## src/include/fma_config.svh

```systemverilog
/*
 * FMA configuration
 * Binary16 format and internal datapath widths of the fused multiply-add
 */
`ifndef FMA_CONFIG_SVH
`define FMA_CONFIG_SVH

// Storage format fields
`define FMA_EXP_BITS   5
`define FMA_MAN_BITS   10
`define FMA_BIAS       15
`define FMA_WIDTH      16

// Precision p, implicit bit included
`define FMA_PREC       11
// Internal sum 3p+4, LZC window 2p+3
`define FMA_SUM_BITS   37
`define FMA_LZC_BITS   25
// Signed internal exponent and shifter control
`define FMA_EXPW       7
`define FMA_SHAMT_BITS 6

`endif
```

## src/design/fma_pkg.sv

```systemverilog
/*
 * FMA package
 * Opcode, vector and struct types shared by the FMA datapath
 */
`include "fma_config.svh"

package fma_pkg;

  // Opcode, op_mod selects the sub-variant
  typedef enum logic [1:0] {
    FMADD,
    FNMSUB,
    ADD,
    MUL
  } fma_op_e;

  typedef logic [`FMA_WIDTH-1:0]             fp_word_t;
  typedef logic signed [`FMA_EXPW-1:0]       int_exp_t;
  typedef logic [`FMA_SHAMT_BITS-1:0]        shamt_t;
  typedef logic [`FMA_SUM_BITS-1:0]          sum_vec_t;

  typedef struct packed {
    logic                     sign;
    logic [`FMA_EXP_BITS-1:0] exponent;
    logic [`FMA_MAN_BITS-1:0] mantissa;
  } fp16_t;

  typedef struct packed {
    logic is_normal;
    logic is_subnormal;
    logic is_zero;
    logic is_inf;
    logic is_nan;
    logic is_signalling;
  } fp_info_t;

  // IEEE flags, invalid / overflow / underflow / inexact
  typedef struct packed {
    logic nv;
    logic of;
    logic uf;
    logic nx;
  } fma_status_t;

  typedef struct packed {
    logic        is_special;
    fp_word_t    result;
    fma_status_t status;
  } fma_special_t;

  // Operands after opcode adjustment
  typedef struct packed {
    fp16_t    a;
    fp16_t    b;
    fp16_t    c;
    fp_info_t info_a;
    fp_info_t info_b;
    fp_info_t info_c;
  } fma_prep_t;

  // Adder results handed across the middle register
  typedef struct packed {
    logic     eff_sub;
    int_exp_t exp_prod;
    int_exp_t exp_diff;
    int_exp_t tent_exp;
    shamt_t   addend_shamt;
    logic     sticky;
    sum_vec_t sum;
    logic     final_sign;
  } fma_sum_t;

  typedef struct packed {
    fma_sum_t     sum;
    fma_special_t special;
  } fma_mid_t;

  typedef struct packed {
    fp_word_t    result;
    fma_status_t status;
  } fma_out_t;

endpackage

```

## src/design/fma_top.sv

```systemverilog
/*
 * FMA top
 * Binary16 fused multiply-add, registered after the adder and at the output
 */
`timescale 1ns/100ps

module fma_top (
  input  logic                   clk_i,
  input  logic                   arst_n_i,
  input  fma_pkg::fp_word_t [2:0] operands_i,
  input  fma_pkg::fma_op_e       op_i,
  input  logic                   op_mod_i,
  input  logic                   in_valid_i,
  output logic                   in_ready_o,
  output fma_pkg::fp_word_t      result_o,
  output fma_pkg::fma_status_t   status_o,
  output logic                   out_valid_o,
  input  logic                   out_ready_i
);

  fma_pkg::fma_prep_t    prep;
  fma_pkg::fma_special_t special;
  fma_pkg::fma_sum_t     sum;
  fma_pkg::fma_mid_t     mid_d, mid_q;
  fma_pkg::fma_out_t     out_d, out_q;
  logic                  mid_valid, mid_ready;

  fma_operand_prep u_operand_prep (
    .operands_i (operands_i),
    .op_i       (op_i),
    .op_mod_i   (op_mod_i),
    .prep_o     (prep),
    .special_o  (special)
  );

  fma_mant_add u_mant_add (
    .prep_i (prep),
    .sum_o  (sum)
  );

  // Adder result and special bypass travel together
  assign mid_d = '{sum: sum, special: special};

  fma_pipe_stage #(.DATA_W($bits(fma_pkg::fma_mid_t))) u_mid_stage (
    .clk_i    (clk_i),
    .arst_n_i (arst_n_i),
    .valid_i  (in_valid_i),
    .ready_o  (in_ready_o),
    .data_i   (mid_d),
    .valid_o  (mid_valid),
    .ready_i  (mid_ready),
    .data_o   (mid_q)
  );

  fma_normalize_round u_normalize_round (
    .mid_i (mid_q),
    .out_o (out_d)
  );

  fma_pipe_stage #(.DATA_W($bits(fma_pkg::fma_out_t))) u_out_stage (
    .clk_i    (clk_i),
    .arst_n_i (arst_n_i),
    .valid_i  (mid_valid),
    .ready_o  (mid_ready),
    .data_i   (out_d),
    .valid_o  (out_valid_o),
    .ready_i  (out_ready_i),
    .data_o   (out_q)
  );

  assign result_o = out_q.result;
  assign status_o = out_q.status;

endmodule

```

## src/design/fma_normalize_round.sv

```systemverilog
/*
 * FMA normalize and round
 * Leading-zero count, normalization, RNE rounding, flags and result select
 */
`timescale 1ns/100ps
`include "fma_config.svh"

module fma_normalize_round (
  input  fma_pkg::fma_mid_t mid_i,
  output fma_pkg::fma_out_t out_o
);

  localparam int unsigned P    = `FMA_PREC;
  localparam int unsigned E    = `FMA_EXP_BITS;
  localparam int unsigned M    = `FMA_MAN_BITS;
  localparam int unsigned SW   = `FMA_SUM_BITS;
  localparam int unsigned LW   = `FMA_LZC_BITS;
  localparam int unsigned LZ_W = $clog2(LW);

  fma_pkg::int_exp_t   exp_prod, exp_diff, lz_exp, norm_exp, final_exp;
  fma_pkg::shamt_t     norm_shamt;
  logic [LW-1:0]       sum_lower;
  logic [LZ_W-1:0]     lz_cnt;
  logic                lz_zero;
  logic [SW:0]         sum_shifted;
  logic [P:0]          final_man;
  logic [LW-1:0]       sticky_bits;
  logic                sticky_after_norm;
  logic                of_before, of_after, uf_after;
  logic [E+M-1:0]      pre_abs, rounded_abs;
  logic [1:0]          rs_bits;
  logic                round_up, exact_zero, res_sign;
  fma_pkg::fma_status_t reg_status;

  assign exp_prod  = mid_i.sum.exp_prod;
  assign exp_diff  = mid_i.sum.exp_diff;
  assign sum_lower = mid_i.sum.sum[LW-1:0];

  // Highest set bit wins, scanning up from the LSB
  always_comb begin : lzc
    lz_cnt  = '0;
    lz_zero = 1'b1;
    for (int i = 0; i < LW; i++) begin
      if (sum_lower[i]) begin
        lz_cnt  = LZ_W'(LW - 1 - i);
        lz_zero = 1'b0;
      end
    end
  end

  assign lz_exp = fma_pkg::int_exp_t'({{(`FMA_EXPW-LZ_W){1'b0}}, lz_cnt});

  // ------------------------------------------------------------------------
  // Normalization
  // ------------------------------------------------------------------------
  always_comb begin : norm_shift_amount
    if ((exp_diff <= 0) || (mid_i.sum.eff_sub && (exp_diff <= 2))) begin
      if ((exp_prod - lz_exp + 1 >= 0) && !lz_zero) begin
        // Product anchored or cancelled, drop the counted zeros
        norm_shamt = fma_pkg::shamt_t'(P + 2 + lz_cnt);
        norm_exp   = fma_pkg::int_exp_t'(exp_prod - lz_exp + 1);
      end else begin
        // Subnormal, shift only down to the minimum exponent
        norm_shamt = fma_pkg::shamt_t'(fma_pkg::int_exp_t'(P + 2) + exp_prod);
        norm_exp   = '0;
      end
    end else begin
      // Addend anchored, undo the alignment shift
      norm_shamt = mid_i.sum.addend_shamt;
      norm_exp   = mid_i.sum.tent_exp;
    end
  end

  assign sum_shifted = {1'b0, mid_i.sum.sum} << norm_shamt;

  // One-bit fix-up around the sum MSB
  always_comb begin : small_norm
    {final_man, sticky_bits} = sum_shifted[SW-1:0];
    final_exp                = norm_exp;
    if (sum_shifted[SW]) begin
      {final_man, sticky_bits} = sum_shifted[SW:1];
      final_exp                = norm_exp + fma_pkg::int_exp_t'(1);
    end else if (!sum_shifted[SW-1]) begin
      if (norm_exp > 1) begin
        {final_man, sticky_bits} = {sum_shifted[SW-2:0], 1'b0};
        final_exp                = norm_exp - fma_pkg::int_exp_t'(1);
      end else begin
        final_exp = '0;
      end
    end
  end

  // Right fix-up must not lose the bottom bit
  assign sticky_after_norm = (|sticky_bits) | mid_i.sum.sticky
                             | (sum_shifted[SW] & sum_shifted[0]);

  // ------------------------------------------------------------------------
  // Rounding, nearest even
  // ------------------------------------------------------------------------
  assign of_before = final_exp >= fma_pkg::int_exp_t'((1 << E) - 1);
  // Overflow rounds up from the largest finite value
  assign pre_abs   = of_before ? {{(E-1){1'b1}}, 1'b0, {M{1'b1}}}
                               : {final_exp[E-1:0], final_man[M:1]};
  assign rs_bits   = of_before ? 2'b11 : {final_man[0], sticky_after_norm};
  assign round_up  = rs_bits[1] & (rs_bits[0] | pre_abs[0]);

  assign rounded_abs = pre_abs + (E+M)'(round_up);
  assign exact_zero  = (pre_abs == '0) && (rs_bits == 2'b00);
  // x - x gives +0
  assign res_sign    = (exact_zero && mid_i.sum.eff_sub) ? 1'b0 : mid_i.sum.final_sign;

  assign uf_after = rounded_abs[E+M-1:M] == '0;
  assign of_after = rounded_abs[E+M-1:M] == '1;

  assign reg_status.nv = 1'b0;
  assign reg_status.of = of_before | of_after;
  assign reg_status.nx = (|rs_bits) | of_before | of_after;
  // Tiny after rounding counts only when inexact
  assign reg_status.uf = uf_after & reg_status.nx;

  assign out_o.result = mid_i.special.is_special ? mid_i.special.result
                                                 : {res_sign, rounded_abs};
  assign out_o.status = mid_i.special.is_special ? mid_i.special.status : reg_status;

endmodule

```

## src/design/fma_pipe_stage.sv

```systemverilog
/*
 * Pipe stage
 * One elastic valid/ready register stage for a data vector
 */
`timescale 1ns/100ps

module fma_pipe_stage #(
  parameter int unsigned DATA_W = 8
) (
  input  logic              clk_i,
  input  logic              arst_n_i,
  input  logic              valid_i,
  output logic              ready_o,
  input  logic [DATA_W-1:0] data_i,
  output logic              valid_o,
  input  logic              ready_i,
  output logic [DATA_W-1:0] data_o
);

  logic              valid_q;
  logic [DATA_W-1:0] data_q;

  // Accept when empty or when the held item leaves this cycle
  assign ready_o = ready_i | ~valid_q;

  always_ff @(posedge clk_i or negedge arst_n_i) begin
    if (!arst_n_i) begin
      valid_q <= 1'b0;
    end else if (ready_o) begin
      valid_q <= valid_i;
    end
  end

  // Payload loads only on a transfer in
  always_ff @(posedge clk_i) begin
    if (valid_i && ready_o) begin
      data_q <= data_i;
    end
  end

  assign valid_o = valid_q;
  assign data_o  = data_q;

endmodule

```

## src/design/fma_mant_add.sv

```systemverilog
/*
 * FMA mantissa adder
 * Exponent datapath, mantissa product, addend alignment and wide addition
 */
`timescale 1ns/100ps
`include "fma_config.svh"

module fma_mant_add (
  input  fma_pkg::fma_prep_t prep_i,
  output fma_pkg::fma_sum_t  sum_o
);

  localparam int unsigned       P      = `FMA_PREC;
  localparam int unsigned       SW     = `FMA_SUM_BITS;
  localparam fma_pkg::int_exp_t P_E    = fma_pkg::int_exp_t'(`FMA_PREC);
  localparam fma_pkg::int_exp_t BIAS_E = fma_pkg::int_exp_t'(`FMA_BIAS);

  fma_pkg::int_exp_t exp_a, exp_b, exp_c;
  fma_pkg::int_exp_t exp_addend, exp_prod, exp_diff;
  fma_pkg::shamt_t   addend_shamt;
  logic              eff_sub, tent_sign;
  logic [P-1:0]      man_a, man_b, man_c;
  logic [2*P-1:0]    product;
  logic [SW-1:0]     product_shifted, addend_after_shift, addend_shifted;
  logic [P-1:0]      addend_sticky_bits;
  logic              sticky, carry_in;
  logic [SW:0]       sum_raw;

  assign eff_sub   = prep_i.a.sign ^ prep_i.b.sign ^ prep_i.c.sign;
  assign tent_sign = prep_i.a.sign ^ prep_i.b.sign;

  // ------------------------------------------------------------------------
  // Exponents, kept biased
  // ------------------------------------------------------------------------
  assign exp_a = fma_pkg::int_exp_t'({2'b00, prep_i.a.exponent});
  assign exp_b = fma_pkg::int_exp_t'({2'b00, prep_i.b.exponent});
  assign exp_c = fma_pkg::int_exp_t'({2'b00, prep_i.c.exponent});

  // Subnormal or zero addend sits at biased exponent 1
  assign exp_addend = exp_c + fma_pkg::int_exp_t'({6'b0, ~prep_i.info_c.is_normal});
  // Zero product pinned to the minimum exponent
  assign exp_prod = (prep_i.info_a.is_zero || prep_i.info_b.is_zero)
                    ? fma_pkg::int_exp_t'(2) - BIAS_E
                    : exp_a + fma_pkg::int_exp_t'({6'b0, prep_i.info_a.is_subnormal})
                      + exp_b + fma_pkg::int_exp_t'({6'b0, prep_i.info_b.is_subnormal})
                      - BIAS_E;
  assign exp_diff = exp_addend - exp_prod;

  always_comb begin : addend_shift_amount
    if (exp_diff <= -fma_pkg::int_exp_t'(2 * P + 1)) begin
      // Addend only reaches the sticky bit
      addend_shamt = fma_pkg::shamt_t'(3 * P + 4);
    end else if (exp_diff <= P_E + fma_pkg::int_exp_t'(2)) begin
      addend_shamt = fma_pkg::shamt_t'(P_E + fma_pkg::int_exp_t'(3) - exp_diff);
    end else begin
      // Product only reaches the sticky bit
      addend_shamt = '0;
    end
  end

  // ------------------------------------------------------------------------
  // Product and aligned addend
  // ------------------------------------------------------------------------
  assign man_a   = {prep_i.info_a.is_normal, prep_i.a.mantissa};
  assign man_b   = {prep_i.info_b.is_normal, prep_i.b.mantissa};
  assign man_c   = {prep_i.info_c.is_normal, prep_i.c.mantissa};
  assign product = man_a * man_b;

  // Layout  p+2 zeros | 2p product | round and sticky slots
  assign product_shifted = {{(P+2){1'b0}}, product, 2'b00};

  // Addend right shift, up to p bits fall into the sticky field
  assign {addend_after_shift, addend_sticky_bits} = {man_c, {SW{1'b0}}} >> addend_shamt;
  assign sticky         = |addend_sticky_bits;
  assign addend_shifted = eff_sub ? ~addend_after_shift : addend_after_shift;
  // Two's complement carry, unless lost bits make it one short
  assign carry_in       = eff_sub & ~sticky;

  assign sum_raw = product_shifted + addend_shifted + carry_in;

  assign sum_o.eff_sub      = eff_sub;
  assign sum_o.exp_prod     = exp_prod;
  assign sum_o.exp_diff     = exp_diff;
  assign sum_o.tent_exp     = (exp_diff > 0) ? exp_addend : exp_prod;
  assign sum_o.addend_shamt = addend_shamt;
  assign sum_o.sticky       = sticky;
  // No carry out on a subtraction means the sum went negative
  assign sum_o.sum          = (eff_sub && !sum_raw[SW]) ? fma_pkg::sum_vec_t'(-sum_raw)
                                                        : sum_raw[SW-1:0];
  assign sum_o.final_sign   = eff_sub ? (sum_raw[SW] == tent_sign) : tent_sign;

endmodule

```

## src/design/fma_operand_prep.sv

```systemverilog
/*
 * FMA operand preparation
 * Classifies operands, applies opcode sign/constant rules, picks special results
 */
`timescale 1ns/100ps
`include "fma_config.svh"

module fma_operand_prep (
  input  fma_pkg::fp_word_t [2:0] operands_i,
  input  fma_pkg::fma_op_e        op_i,
  input  logic                    op_mod_i,
  output fma_pkg::fma_prep_t      prep_o,
  output fma_pkg::fma_special_t   special_o
);

  localparam int unsigned E = `FMA_EXP_BITS;
  localparam int unsigned M = `FMA_MAN_BITS;
  // Canonical quiet NaN, 7E00
  localparam fma_pkg::fp_word_t QNAN = {1'b0, {E{1'b1}}, 1'b1, {(M-1){1'b0}}};

  fma_pkg::fp16_t    [2:0] raw;
  fma_pkg::fp_info_t [2:0] info;
  fma_pkg::fp16_t          op_a, op_b, op_c;
  fma_pkg::fp_info_t       info_a, info_b, info_c;
  logic                    eff_sub;
  logic                    prod_inf;

  assign raw = operands_i;

  always_comb begin : classify
    for (int i = 0; i < 3; i++) begin
      info[i].is_normal     = (raw[i].exponent != '0) && (raw[i].exponent != '1);
      info[i].is_subnormal  = (raw[i].exponent == '0) && (raw[i].mantissa != '0);
      info[i].is_zero       = (raw[i].exponent == '0) && (raw[i].mantissa == '0);
      info[i].is_inf        = (raw[i].exponent == '1) && (raw[i].mantissa == '0);
      info[i].is_nan        = (raw[i].exponent == '1) && (raw[i].mantissa != '0);
      // Quiet bit is the mantissa MSB
      info[i].is_signalling = info[i].is_nan && !raw[i].mantissa[M-1];
    end
  end

  // ------------------------------------------------------------------------
  // Opcode adjustment
  // ------------------------------------------------------------------------
  always_comb begin : op_select
    op_a   = raw[0];
    op_b   = raw[1];
    op_c   = raw[2];
    info_a = info[0];
    info_b = info[1];
    info_c = info[2];
    // Modifier always negates the addend
    op_c.sign = raw[2].sign ^ op_mod_i;
    unique case (op_i)
      fma_pkg::FMADD: begin
        // Operands pass unchanged
      end
      fma_pkg::FNMSUB: begin
        op_a.sign = ~raw[0].sign;
      end
      fma_pkg::ADD: begin
        // Multiplicand becomes +1.0
        op_a   = '{sign: 1'b0, exponent: E'(`FMA_BIAS), mantissa: '0};
        info_a = '{is_normal: 1'b1, default: 1'b0};
      end
      fma_pkg::MUL: begin
        // Addend becomes -0.0 so a zero product keeps its own sign
        op_c   = '{sign: 1'b1, exponent: '0, mantissa: '0};
        info_c = '{is_zero: 1'b1, default: 1'b0};
      end
    endcase
  end

  assign prep_o   = '{a: op_a, b: op_b, c: op_c, info_a: info_a, info_b: info_b, info_c: info_c};
  assign eff_sub  = op_a.sign ^ op_b.sign ^ op_c.sign;
  assign prod_inf = info_a.is_inf || info_b.is_inf;

  // ------------------------------------------------------------------------
  // Special cases, priority order
  // ------------------------------------------------------------------------
  always_comb begin : special_cases
    special_o.is_special = 1'b1;
    special_o.result     = QNAN;
    special_o.status     = '0;
    if ((info_a.is_inf && info_b.is_zero) || (info_a.is_zero && info_b.is_inf)) begin
      // inf * 0 is invalid even with a quiet NaN addend
      special_o.status.nv = 1'b1;
    end else if (info_a.is_nan || info_b.is_nan || info_c.is_nan) begin
      special_o.status.nv = info_a.is_signalling | info_b.is_signalling | info_c.is_signalling;
    end else if (prod_inf && info_c.is_inf && eff_sub) begin
      special_o.status.nv = 1'b1;
    end else if (prod_inf) begin
      special_o.result = {op_a.sign ^ op_b.sign, {E{1'b1}}, {M{1'b0}}};
    end else if (info_c.is_inf) begin
      special_o.result = {op_c.sign, {E{1'b1}}, {M{1'b0}}};
    end else begin
      special_o.is_special = 1'b0;
    end
  end

endmodule

```

## config.mk

```make
export PLATFORM = sky130hd
export DESIGN_NAME = fma_top
export DESIGN_NICKNAME = d
export VERILOG_FILES = /design/src/design/fma_pkg.sv /design/src/design/fma_top.sv /design/src/design/fma_normalize_round.sv /design/src/design/fma_pipe_stage.sv /design/src/design/fma_mant_add.sv /design/src/design/fma_operand_prep.sv
export VERILOG_INCLUDE_DIRS = /design/src /design/src/include
export SDC_FILE = /design/constraint.sdc
export NUM_CORES = 1
export LEC_CHECK = 0
export ABC_AREA = 1
export BUFFER_PORTS_ARGS = -buffer_cell sky130_fd_sc_hd__buf_2
export CORE_MARGIN = 2
export CORE_UTILIZATION = 55
export DETAILED_ROUTE_END_ITERATION = 8
export GPL_ROUTABILITY_DRIVEN = 0
export PLACE_DENSITY_LB_ADDON = 0.08
export SLEW_MARGIN = 15
export SYNTH_ARGS = -nofsm -noshare
export SYNTH_HDL_FRONTEND = slang
export SYNTH_SLANG_ARGS = --single-unit
```

## constraint.sdc

```tcl
create_clock -name clk_i -period 15.4 [get_ports clk_i]
set_clock_uncertainty 0.05 [all_clocks]
set_input_delay 0 -clock clk_i [delete_from_list [all_inputs] [get_ports clk_i]]
set_output_delay 0 -clock clk_i [all_outputs]
set_load 0.02 [all_outputs]
```

==> summary.md <==
| Metric | Value |
|---|---|
| Top-level I/O count | 77 |
| Slew HR | 31.2% |
| Post-route ant nets | 0 |
| Postcts setup bufs | 0 |
| Die H | 180 um |
| Number of global-route vias before repair | 16.0k |
| Post-Synth XOR/XNOR Area | 8.40% |
| Crit path launch type | input port |
| EDFF count, synth | 91 |
| CTS Root Cell | clkbuf_16 |
| Cell count after synthesis | 2,582 |
| TritonRoute pass-1 iters | 5 |
| Mux cell area share after synthesis | 0.0584% |
| Post-synthesis cell type count | 71 |
| Unrepaired setup endpoints after global routing | false |
| Detail Placement HPWL | 37,800 um |
| Layout area overhead | 5.90% |
| # rows | 64 |
| Adder-Cell Fraction of Synth Area | 18.8% |
| Crit path required time | 15.47 ns |
| Setup Viol. Count Final | 0 |
| Reg2reg setup slack | 6.13 ns |
| Sequential fraction of the synthesis area | 16.2% |
| Flops & latches, synth | 93 |
| Final worst path period share | 67.5% |
| Least-Margin Pin Slew | 1.03 ns |
| Largest family of logic cells by synthesized area | simple AND/OR/NAND/NOR gates |
| H-tree levels | 3 |
| Hold Slack | 0.121 ns |
| Yosys warnings | 0 |
| Synth async-reset ratio | 2.15% |
| First-pass GRT wire length | 77,600 um |
| Gr ovfl total | 0 |
| WL/cell | 15.3 um |
| Share of cells above drive strength 1 | 9.24% |
| Core ar. | 30,600 um2 |
| Starting Density | 56.0% |
| Num CTS Buffers | 9 |
| Hold Violations, Final | 0 |
| Initial DRC count | 1,345 |
| Nets | 2,878 |
| Worst Setup Path Type | input port to register |
| TNS Setup | 0 ns |
| Clock sink count | 93 |
| Full die area | 32,600 um2 |
| DIE WIDTH | 180 um |
| Max Slew Vio Count | 0 |
| Min Tclk post-route | 10.40 ns |
| Slowest CP cell | a21oi_2 |
| Clock-pin slew on the worst setup and hold paths | 0.07 ns |
| Max_cap viols | 0 |
| Total routed wirelength | 46,200 um |
| Main flop type after synthesis | edfxtp_1 |
| Clock buffer depth | 2 |
| Type of element capturing the critical path | register |
| Worst min path class | input port to register |
| CP arrival | 10.47 ns |
| Mapped cell area | 17,100 um2 |
| Reg2Reg Depth | 60 |
| Peak Freq | 96.2 MHz |
| Compound-gate portion of the synthesized area | 11.2% |
| Worst skew pair latency | 0.35 ns |
| CTS tree | built |
| Ant diodes | 0 |
| I/O Buffers | 76 |
| Critical path's largest stage delay | 0.55 ns |
| Hold depth | 3 |
| Fillers | 2,983 |
| Final cell count without fillers | 3,016 |
| Mean Syn Cell Area | 6.63 um2 |
| Initial antenna violation count | 0 |
| Simple-Gate Fraction of Synth Area | 33.4% |
| Post-Syn Nets | 2,845 |
| Via/cell ratio | 5.53 |
| GRT Overall Usage | 28.8% |
| Largest net degree at the start of global routing | 72 |
| Routed vias | 16.7k |
| Outcome | completed |
| DRC viols | 0 |
| Placed Cells | 2,995 |
| CP max FO | 18 |
## state kept, by name, indices dropped and copies added, names as in the netlist
| signal | count |
|---|---|
| u_mid_stage.data_o | 71 |
| u_mid_stage.valid_o | 1 |
| u_out_stage.data_o | 20 |
| u_out_stage.valid_o | 1 |
## metal layers
| layer | vias to the layer above | global-route usage, % | part of all wire [%] |
|---|---|---|---|
| met2 | 558 | 50.6 | 49 |
| met1 | 7699 | 37.3 | 43 |
| met4 | 0 | 9.65 | 3.1 |
| met3 | 99 | 2.45 | 5.3 |
| li1 | 8318 | - | - |
| met5 | - | 0 | 0 |
## cell usage after synthesis, drive strengths merged (5+ instances only)
| cell | n | area (um2) |
|---|---|---|
| nand2 | 656 | 2550 |
| inv | 441 | 1660 |
| nor2 | 297 | 1220 |
| nand3 | 232 | 1190 |
| o21ai | 139 | 771 |
| ha | 125 | 1560 |
| xor2 | 121 | 1100 |
| edfxtp | 91 | 2730 |
| fa | 83 | 1660 |
| a21oi | 82 | 433 |
| buf | 42 | 245 |
| xnor2 | 33 | 334 |
| nor3 | 32 | 195 |
| nand4 | 31 | 213 |
| clkbuf | 28 | 105 |
| or2 | 20 | 125 |
| a31oi | 19 | 119 |
| o22ai | 15 | 93.8 |
| nor4 | 12 | 105 |
| o21bai | 12 | 90.1 |
| a21o | 10 | 75.1 |
| nand3b | 10 | 87.6 |
| o211ai | 10 | 75.1 |
| a21boi | 5 | 41.3 |
## layout by cell type, fill, tap and decap left out, types with 7 or more instances in the layout
cell type,n
a21o_1,10
a21oi_1,77
a31oi_1,18
buf_2,76
buf_4,11
clkbuf_16,9
edfxtp_1,91
fa_1,83
ha_1,125
inv_1,408
inv_2,31
nand2_1,635
nand2_2,14
nand2_4,7
nand3_1,227
nand3b_1,9
nand4_1,28
nor2_1,277
nor2_2,12
nor3_1,25
nor3_2,7
nor4_1,10
o211ai_1,10
o21ai_0,81
o21ai_1,42
o21ai_2,14
o21bai_1,12
o22ai_1,15
or2_2,13
xnor2_1,30
xor2_1,114
## worst max-delay path: cells and delay by family
kind,cells,cell delay (ns)
and+or+nand+nor,28,3.43
AOI/OAI and AO/OA,16,3.27
adders and majority gates,8,2.35
buffers and inverters,12,1.13
xor gates and xnor gates,1,0.27
## final timing paths
check,startpoint,endpoint
min in group asynchronous,arst_n_i,u_mid_stage.valid_o
max,op_i[0],u_mid_stage.data_o[58]
min reg2reg,u_mid_stage.valid_o,u_out_stage.valid_o
max in group asynchronous,arst_n_i,u_out_stage.valid_o
max reg2reg,u_mid_stage.data_o[25],u_out_stage.data_o[0]
min,operands_i[26],u_mid_stage.data_o[80]
## metrics by stage
stage / cell area [um2] / setup WS, ns / utilization (%)
after global routing: 18100 / 3.81 / 59.3
after CTS: 18100 / 5.21 / 59.3
after global placement: 17800 / 5.18 / 58.1
final: 18100 / 5.00 / 59.3
after detailed placement: 17800 / 4.88 / 58.1
after floorplan: 17100 / 6.17 / -
## final cells by class
| type | count | area (um2) | share of cell area [%] |
|---|---|---|---|
| repair buffers | 92 | 513 | 2.83 |
| clock inverters | 6 | 93.8 | 0.517 |
| inverters | 444 | 1680 | 9.25 |
| flip-flops and latches | 93 | 2780 | 15.3 |
| multi-input cells | 1975 | 12300 | 68.1 |
| clock buffers | 10 | 229 | 1.26 |
| well taps | 396 | 495 | 2.73 |
## cell families (layout without fill, tap and decap cells)
family / Yosys count / after routing
and+or+nand+nor: 1295 / 1295
buffers and inverters: 514 / 552
xor gates and xnor gates: 154 / 154
AOI/OAI and AO/OA: 317 / 317
adders and majority gates: 208 / 208
muxes: 1 / 1
DFF: 93 / 93
## repair_timing
item,4_1_cts,5_1_grt
resized for setup,0,0
hold buffers,5,0
endpoints found under the hold margin,4,0
Power is not shown: default switching activity piles up to over one toggle a cycle in this logic, so the estimate is an artifact.
